[config.mk]
export PLATFORM = sky130hd
export DESIGN_NAME = scan_io_top
export DESIGN_NICKNAME = d
export VERILOG_FILES = /design/src/hdl/scan_io_pkg.sv /design/src/hdl/input_sync.sv /design/src/hdl/capture_mux.sv /design/src/hdl/osd_out_stage.sv /design/src/hdl/pwm_2ch.sv /design/src/hdl/board_ctrl.sv /design/src/hdl/scan_io_top.sv
export SDC_FILE = /design/constraint.sdc
export NUM_CORES = 1
export LEC_CHECK = 0
export ABC_CLOCK_PERIOD_IN_PS = 4800
export CAP_MARGIN = 20
export CORE_MARGIN = 8
export CORE_UTILIZATION = 40
export CTS_BUF_LIST = sky130_fd_sc_hd__clkbuf_8
export DETAILED_ROUTE_END_ITERATION = 10
export DONT_BUFFER_PORTS = 1
export PLACE_DENSITY = 0.61
export SLEW_MARGIN = 30
export SYNTH_ARGS = -nofsm -noshare
export SYNTH_HDL_FRONTEND = slang
export SYNTH_HIERARCHICAL = 1
export SYNTH_SLANG_ARGS = --single-unit
[constraint.sdc]
create_clock -name pclk_out -period 4.8 [get_ports pclk_out]
set_input_delay 0.72 -clock pclk_out [delete_from_list [all_inputs] [get_ports pclk_out]]
set_output_delay 0.72 -clock pclk_out [all_outputs]
set_load 0.05 [all_outputs]
[src/hdl/scan_io_pkg.sv]
// Shared constants and types for the scan converter core; imported by every design module
package scan_io_pkg;

    // Video bus
    localparam int COLOR_W = 8;

    // PWM counter and duty fields, period is 2**PWM_CNT_W cycles
    localparam int PWM_CNT_W = 6;
    localparam int DUTY_W = 4;

    // Resync LED stretch length
    localparam int RESYNC_CTR_W = 8;

    localparam int BTN_W = 6;
    localparam int NUM_LEDS = 2;

    // OSD palette, packed as {r, g, b}
    localparam logic [3*COLOR_W-1:0] OSD_BLACK = 24'h000000;
    localparam logic [3*COLOR_W-1:0] OSD_BLUE = 24'h0000ff;
    localparam logic [3*COLOR_W-1:0] OSD_YELLOW = 24'hffff00;
    localparam logic [3*COLOR_W-1:0] OSD_WHITE = 24'hffffff;

    // One pixel with its sync and blanking flags
    typedef struct packed {
        logic [COLOR_W-1:0] r;
        logic [COLOR_W-1:0] g;
        logic [COLOR_W-1:0] b;
        logic hsync;
        logic vsync;
        logic de;
    } video_pix_t;

    // System control word from the CPU, MSB first
    typedef struct packed {
        logic [7:0] rsvd_31_24;
        logic [DUTY_W-1:0] led_duty;
        logic [DUTY_W-1:0] fan_duty;
        logic rsvd_15;
        logic framelock;
        logic [5:0] rsvd_13_8;
        // 1 selects HDMI receiver
        logic capture_sel;
        logic [3:0] rsvd_6_3;
        logic hdmirx_reset_n;
        logic isl_reset_n;
        logic sys_poweron;
    } sys_ctrl_t;

endpackage

[src/hdl/input_sync.sv]
// Generic register chain of STAGES flops for input sampling and synchronizing any payload type
`timescale 1ns/1ps

module input_sync #(
    parameter type payload_t = logic,
    parameter int STAGES = 2,
    parameter payload_t RESET_VAL = '0
) (
    input  logic     clk_i,
    input  logic     rst_n_i,
    input  payload_t d_i,
    output payload_t q_o
);

    payload_t stage_q [STAGES];

    always_ff @(posedge clk_i or negedge rst_n_i) begin
        if (!rst_n_i) begin
            for (int i = 0; i < STAGES; i++) begin
                stage_q[i] <= RESET_VAL;
            end
        end else begin
            stage_q[0] <= d_i;
            for (int i = 1; i < STAGES; i++) begin
                stage_q[i] <= stage_q[i-1];
            end
        end
    end

    assign q_o = stage_q[STAGES-1];

endmodule

[src/hdl/capture_mux.sv]
// Frame capture point; registers either the digitizer or the HDMI receiver pixel
`timescale 1ns/1ps

module capture_mux
    import scan_io_pkg::*;
(
    input  logic       clk_i,
    input  logic       rst_n_i,
    input  logic       capture_sel_i,
    input  video_pix_t isl_pix_i,
    input  video_pix_t hdmirx_pix_i,
    output video_pix_t capt_pix_o
);

    video_pix_t capt_pix_q;

    // High selects HDMI
    always_ff @(posedge clk_i or negedge rst_n_i) begin
        if (!rst_n_i) begin
            capt_pix_q <= '0;
        end else if (capture_sel_i) begin
            capt_pix_q <= hdmirx_pix_i;
        end else begin
            capt_pix_q <= isl_pix_i;
        end
    end

    assign capt_pix_o = capt_pix_q;

endmodule

[src/hdl/osd_out_stage.sv]
// OSD colour overlay followed by the output pad register, two cycles in total
`timescale 1ns/1ps

module osd_out_stage
    import scan_io_pkg::*;
(
    input  logic       clk_i,
    input  logic       rst_n_i,
    input  video_pix_t pix_i,
    input  logic       osd_enable_i,
    input  logic [1:0] osd_color_i,
    output video_pix_t vid_o
);

    logic [3*COLOR_W-1:0] osd_rgb;
    video_pix_t out_q;
    video_pix_t pad_q;

    always_comb begin
        case (osd_color_i)
            2'd0: osd_rgb = OSD_BLACK;
            2'd1: osd_rgb = OSD_BLUE;
            2'd2: osd_rgb = OSD_YELLOW;
            default: osd_rgb = OSD_WHITE;
        endcase
    end

    // Stage 1, colour replaced but syncs untouched
    always_ff @(posedge clk_i or negedge rst_n_i) begin
        if (!rst_n_i) begin
            out_q <= '0;
        end else begin
            if (osd_enable_i) begin
                {out_q.r, out_q.g, out_q.b} <= osd_rgb;
            end else begin
                {out_q.r, out_q.g, out_q.b} <= {pix_i.r, pix_i.g, pix_i.b};
            end
            out_q.hsync <= pix_i.hsync;
            out_q.vsync <= pix_i.vsync;
            out_q.de <= pix_i.de;
        end
    end

    // Stage 2, pad register
    always_ff @(posedge clk_i or negedge rst_n_i) begin
        if (!rst_n_i) begin
            pad_q <= '0;
        end else begin
            pad_q <= out_q;
        end
    end

    assign vid_o = pad_q;

endmodule

[src/hdl/pwm_2ch.sv]
// Two PWM channels sharing one free-running counter; drives fan and LED brightness
`timescale 1ns/1ps

module pwm_2ch
    import scan_io_pkg::*;
(
    input  logic              clk_i,
    input  logic              rst_n_i,
    input  logic [DUTY_W-1:0] ch1_duty_i,
    input  logic [DUTY_W-1:0] ch2_duty_i,
    output logic              ch1_pwm_o,
    output logic              ch2_pwm_o
);

    logic [PWM_CNT_W-1:0] pwm_cnt;
    logic [DUTY_W-1:0] cnt_msbs;

    // Wraps naturally every 2**PWM_CNT_W cycles
    always_ff @(posedge clk_i or negedge rst_n_i) begin
        if (!rst_n_i) begin
            pwm_cnt <= '0;
        end else begin
            pwm_cnt <= pwm_cnt + 1'b1;
        end
    end

    // Compare on the top bits only, so duty 0 is always off
    assign cnt_msbs = pwm_cnt[PWM_CNT_W-1 -: DUTY_W];

    assign ch1_pwm_o = (cnt_msbs < ch1_duty_i);
    assign ch2_pwm_o = (cnt_msbs < ch2_duty_i);

endmodule

[src/hdl/board_ctrl.sv]
// Control word decode, resync LED stretcher and LED/fan drive for the board
`timescale 1ns/1ps

module board_ctrl
    import scan_io_pkg::*;
(
    input  logic                clk_i,
    input  logic                rst_n_i,
    input  sys_ctrl_t           sys_ctrl_i,
    input  logic                resync_strobe_i,
    input  logic                fan_pwm_i,
    input  logic                led_pwm_i,
    output logic                capture_sel_o,
    output logic [DUTY_W-1:0]   fan_duty_o,
    output logic [DUTY_W-1:0]   led_duty_o,
    output logic                isl_reset_n_o,
    output logic                hdmirx_reset_n_o,
    output logic                hdmitx_5v_en_o,
    output logic                fan_pwm_o,
    output logic [NUM_LEDS-1:0] led_o
);

    logic strobe_sync;
    logic strobe_prev;
    logic strobe_rise;
    logic [RESYNC_CTR_W-1:0] resync_led_ctr;
    logic resync_active;
    logic [NUM_LEDS-1:0] led_mask;

    // Strobe comes from the scaler, treat as async
    input_sync #(
        .payload_t (logic),
        .STAGES    (2),
        .RESET_VAL (1'b0)
    ) i_strobe_sync (
        .clk_i   (clk_i),
        .rst_n_i (rst_n_i),
        .d_i     (resync_strobe_i),
        .q_o     (strobe_sync)
    );

    assign strobe_rise = strobe_sync & ~strobe_prev;

    always_ff @(posedge clk_i or negedge rst_n_i) begin
        if (!rst_n_i) begin
            strobe_prev <= 1'b0;
            resync_led_ctr <= '0;
        end else begin
            strobe_prev <= strobe_sync;
            if (!sys_ctrl_i.sys_poweron) begin
                resync_led_ctr <= '0;
            end else if (strobe_rise) begin
                resync_led_ctr <= '1;
            end else if (resync_led_ctr != '0) begin
                resync_led_ctr <= resync_led_ctr - 1'b1;
            end
        end
    end

    assign resync_active = (resync_led_ctr != '0);

    // Standby shows only the power LED
    assign led_mask = sys_ctrl_i.sys_poweron ? {sys_ctrl_i.framelock, resync_active}
                                             : {1'b0, 1'b1};
    assign led_o = {NUM_LEDS{led_pwm_i}} & led_mask;

    // Fan driver input is active low
    assign fan_pwm_o = ~(sys_ctrl_i.sys_poweron & fan_pwm_i);

    assign capture_sel_o = sys_ctrl_i.capture_sel;
    assign fan_duty_o = sys_ctrl_i.fan_duty;
    assign led_duty_o = sys_ctrl_i.led_duty;
    assign isl_reset_n_o = sys_ctrl_i.isl_reset_n;
    assign hdmirx_reset_n_o = sys_ctrl_i.hdmirx_reset_n;
    assign hdmitx_5v_en_o = sys_ctrl_i.sys_poweron;

endmodule

[src/hdl/scan_io_top.sv]
// Scan converter core top level; connects board control to the video and PWM datapath
`timescale 1ns/1ps

module scan_io_top
    import scan_io_pkg::*;
(
    input  logic                pclk_out,
    input  logic                po_reset_n,
    input  sys_ctrl_t           sys_ctrl_i,
    input  video_pix_t          isl_pix_i,
    input  video_pix_t          hdmirx_pix_i,
    input  logic                osd_enable_i,
    input  logic [1:0]          osd_color_i,
    input  logic                resync_strobe_i,
    input  logic [BTN_W-1:0]    btn_i,
    output video_pix_t          vid_o,
    output logic [BTN_W-1:0]    btn_o,
    output logic [NUM_LEDS-1:0] led_o,
    output logic                fan_pwm_o,
    output logic                isl_reset_n_o,
    output logic                hdmirx_reset_n_o,
    output logic                hdmitx_5v_en_o
);

    video_pix_t isl_pix;
    video_pix_t hdmirx_pix;
    video_pix_t capt_pix;
    logic capture_sel;
    logic [DUTY_W-1:0] fan_duty;
    logic [DUTY_W-1:0] led_duty;
    logic fan_pwm;
    logic led_pwm;

    board_ctrl i_board_ctrl (
        .clk_i            (pclk_out),
        .rst_n_i          (po_reset_n),
        .sys_ctrl_i       (sys_ctrl_i),
        .resync_strobe_i  (resync_strobe_i),
        .fan_pwm_i        (fan_pwm),
        .led_pwm_i        (led_pwm),
        .capture_sel_o    (capture_sel),
        .fan_duty_o       (fan_duty),
        .led_duty_o       (led_duty),
        .isl_reset_n_o    (isl_reset_n_o),
        .hdmirx_reset_n_o (hdmirx_reset_n_o),
        .hdmitx_5v_en_o   (hdmitx_5v_en_o),
        .fan_pwm_o        (fan_pwm_o),
        .led_o            (led_o)
    );

    // Digitizer gets one input register, HDMI receiver two
    input_sync #(.payload_t(video_pix_t), .STAGES(1), .RESET_VAL('0)) i_isl_sync (
        .clk_i   (pclk_out),
        .rst_n_i (po_reset_n),
        .d_i     (isl_pix_i),
        .q_o     (isl_pix)
    );

    input_sync #(.payload_t(video_pix_t), .STAGES(2), .RESET_VAL('0)) i_hdmirx_sync (
        .clk_i   (pclk_out),
        .rst_n_i (po_reset_n),
        .d_i     (hdmirx_pix_i),
        .q_o     (hdmirx_pix)
    );

    // Buttons idle high
    input_sync #(
        .payload_t (logic [BTN_W-1:0]),
        .STAGES    (2),
        .RESET_VAL ({BTN_W{1'b1}})
    ) i_btn_sync (
        .clk_i   (pclk_out),
        .rst_n_i (po_reset_n),
        .d_i     (btn_i),
        .q_o     (btn_o)
    );

    capture_mux i_capture_mux (
        .clk_i         (pclk_out),
        .rst_n_i       (po_reset_n),
        .capture_sel_i (capture_sel),
        .isl_pix_i     (isl_pix),
        .hdmirx_pix_i  (hdmirx_pix),
        .capt_pix_o    (capt_pix)
    );

    osd_out_stage i_osd_out_stage (
        .clk_i        (pclk_out),
        .rst_n_i      (po_reset_n),
        .pix_i        (capt_pix),
        .osd_enable_i (osd_enable_i),
        .osd_color_i  (osd_color_i),
        .vid_o        (vid_o)
    );

    pwm_2ch i_pwm_2ch (
        .clk_i      (pclk_out),
        .rst_n_i    (po_reset_n),
        .ch1_duty_i (fan_duty),
        .ch2_duty_i (led_duty),
        .ch1_pwm_o  (fan_pwm),
        .ch2_pwm_o  (led_pwm)
    );

endmodule

==> reports/results.ini <==
[synthesis]
seq_area_frac_synth_pct=74.4
synth_top_area_cell=dfrtp_1
synthTopCellsByArea=dfrtp_1 69%, mux2_4 9.3%, buf_4 5.2%
synth_top_area_share_pct=69.5
synth_seq_cells=191
synth_warnings=6
yosys.cell_types.count=32
syn_avg_cell_area_um2=17.7
syn_area_um2=6450
synth_fp_nets=470
synthCells=364

[timing]
hold_viol=178
finalSetupTns_ns=0
rsz0062_at_grt=false
max_freq_mhz=359
setup_viol=0
slew-limit-headroom_pct=58.9
finalCritPeriodShare_pct=58.1
slew_violations=0
period_needed_ns=2.79
tightest_slew_ns=0.613
finClkSkew_ns=0.0150
whs_ns=-0.0524

[clock_network]
cts_resized=0
clock_latency_ns=0.45
path_clk_slew_ns=0.11
htreeDepth=4
cts_root_buffer=clkbuf_8
cts_tree=built
post_cts_buffers=0
cts_sinks=191
cts.path.max_buffers=2
numCtsBuffers=17

[die]
coreArea_um2=15800
die_area_um2=20400
die_y_um=143
initial_utilization_pct=40.7
die_w_um=143
pin_count=137
row_count=46

[finish]
syn_to_final_growth_pct=3.65
final_area_um2=6680
final_layout_size_suffix_gt1_share_pct=28.9
final_util_pct=42.2
diodes=0
nets=435

[worst_setup_path]
path_cells=inv_1 > ha_1 > or4b_4 > nor2_1 > a21boi_2
path_class=reg -> out
max_stage_delay_ns=0.50
startpoint_type=flop
worstPathMaxFanout=4
crit_path_end_kind=primary output
crit_required_ns=4.08
cp.arrival_ns=2.07
critPathSlowestCell=or4b_4
reg2regPathDepth=5

[global_route]
overflow=0
antenna_found_initial=0
grt_pass1_wl_um=14400
grt_max_degree=192
grt_pass1_vias=2636
grt_use_total_pct=9.51

[routing]
ant_nets=0
routedWlPerCell_um=16.1
drc=0
routed.top_layer=met4
viasPerCell=4.16
met3WireLength_um=631
drtPass1Iterations=4
wl_met2_um=4240
drt-met1-wl_um=3970
drt_iter0_markers=74
wl_um=8980
vias=2322

[status]
status=finished with violations
violations=negative hold slack

[placed_design]
place_area_um2=6260
io_buffer_count=0
gp_congestion=0.783
dp_hpwl_um=6070

[power]
power.density_nw_per_um2=457
power_uw=3050
vdd_drop_max_v=0.000288
leakagePower_uw=0.00304

[worst_hold_path]
hp-class=in -> async

[job]
maxCapViolCount=0

==> worst max-delay path: cells and delay by family, from the launching register on <==
kind	cells	cell delay (ns)
AND/OR/NAND/NOR	2	0.73
flip-flops	1	0.41
AO/OA/AOI/OAI	1	0.23
adder cells (fa/ha/maj)	1	0.20
buffers and inverters	1	0.07
==> report_power, final <==
part	internal [uW]	leakage, uW	switching, uW
clock network	452	0.000211	591
registers	1730	0.00222	133
logic	90.1	0.000610	62.3
==> layout by cell type (no fill, tap or decap), drive strengths merged <==
cell / n
dfrtp: 179
mux2: 51
clkbuf: 18
inv: 15
dfstp: 12
ha: 8
clkinv: 7
a21oi: 6
nand2: 5
nand2b: 5
a31oi: 4
xnor2: 4
or3: 3
or4: 3
nand3: 3
o31ai: 3
and3: 2
xor2: 2
o211a: 2
o21a: 2
bufinv: 1
or4b: 1
nor2: 1
a21boi: 1
o21ai: 1
nor2b: 1
or2: 1
nor3b: 1
==> cell usage after synthesis <==
cell type / n
dfrtp_1: 179
buf_4: 45
mux2_4: 40
dfstp_2: 12
mux2_2: 11
inv_1: 9
ha_1: 8
a21oi_1: 6
nand2_1: 5
nand2b_1: 5
a31oi_1: 4
buf_12: 4
xnor2_1: 4
nand3_1: 3
or3_1: 3
or4_1: 3
and3_1: 2
buf_2: 2
buf_6: 2
o211a_1: 2
o21a_1: 2
o31ai_1: 2
xor2_1: 2
a21boi_0: 1
buf_1: 1
nor2_1: 1
nor2b_1: 1
nor3b_1: 1
o21ai_0: 1
o31ai_2: 1
or2_2: 1
or4b_4: 1
==> final timing paths <==
check	slack, ns	end	startpoint
hold reg to reg	0.34	i_hdmirx_sync/q_o[2]$_DFF_PN0_	i_hdmirx_sync/stage_q[29]$_DFF_PN0_
min in group pclk_out	0.25	i_btn_sync/stage_q[6]$_DFF_PN1_	btn_i[0]
setup reg to reg	2.87	i_board_ctrl/resync_led_ctr[1]$_DFFE_PN0P_	i_board_ctrl/resync_led_ctr[0]$_DFFE_PN0P_
hold / removal	-0.05	i_isl_sync/q_o[0]$_DFF_PN0_	po_reset_n
setup / recovery	2.01	led_o[0]	i_board_ctrl/resync_led_ctr[0]$_DFFE_PN0P_
max in group asynchronous	4.55	i_btn_sync/stage_q[10]$_DFF_PN1_	po_reset_n
==> cell families after synthesis <==
| logic type | share of synthesized area (%) |
|---|---|
| adders and majority gates | 1.55 |
| and+or+nand+nor | 2.43 |
| DFF | 74.4 |
| AOI/OAI and AO/OA | 2.02 |
| muxes | 11.2 |
| buffers and inverters | 7.57 |
| xor gates and xnor gates | 0.815 |
==> per-layer routing <==
layer | track usage (%) | up-vias
li1 | - | 1085
met1 | 11.9 | 1154
met2 | 14.0 | 75
met3 | 3.94 | 8
met4 | 4.53 | 0
met5 | 0 | -
==> through the flow <==
| stage | cells | hold slack (ns) | worst slack, ns |
|---|---|---|---|
| 6_report | 558 | -0.0524 | 2.01 |
| 5_1_grt | 558 | -0.109 | 1.84 |
| 4_1_cts | 558 | -0.0944 | 1.71 |
| 3_5_place_dp | 526 | 0.335 | 1.91 |
| 3_3_place_gp | 526 | 0.333 | 1.93 |
| 2_1_floorplan | 364 | 0.331 | 1.55 |
==> flip-flops by register name, indices dropped and copies added (netlist names) <==
register                            flops
i_osd_out_stage/out_q                  27
i_osd_out_stage/vid_o                  27
i_board_ctrl/i_strobe_sync/q_o          1
i_hdmirx_sync/stage_q                  27
i_pwm_2ch/pwm_cnt                       6
i_board_ctrl/i_strobe_sync/stage_q      1
i_board_ctrl/strobe_prev                1
i_capture_mux/capt_pix_o               27
i_hdmirx_sync/q_o                      27
i_board_ctrl/resync_led_ctr             8
i_isl_sync/q_o                         27
i_btn_sync/q_o                          6
i_btn_sync/stage_q                      6
==> layout make-up <==
cell class | instances | area, um^2
Inverter | 9 | 33.8
Clock inverter | 14 | 168
Multi-Input combinational cell | 110 | 1170
Fill cell | 1389 | 9150
Clock buffer | 18 | 248
Tap cell | 216 | 270
Sequential cell | 191 | 4790
(Power assumes the default switching activity.)
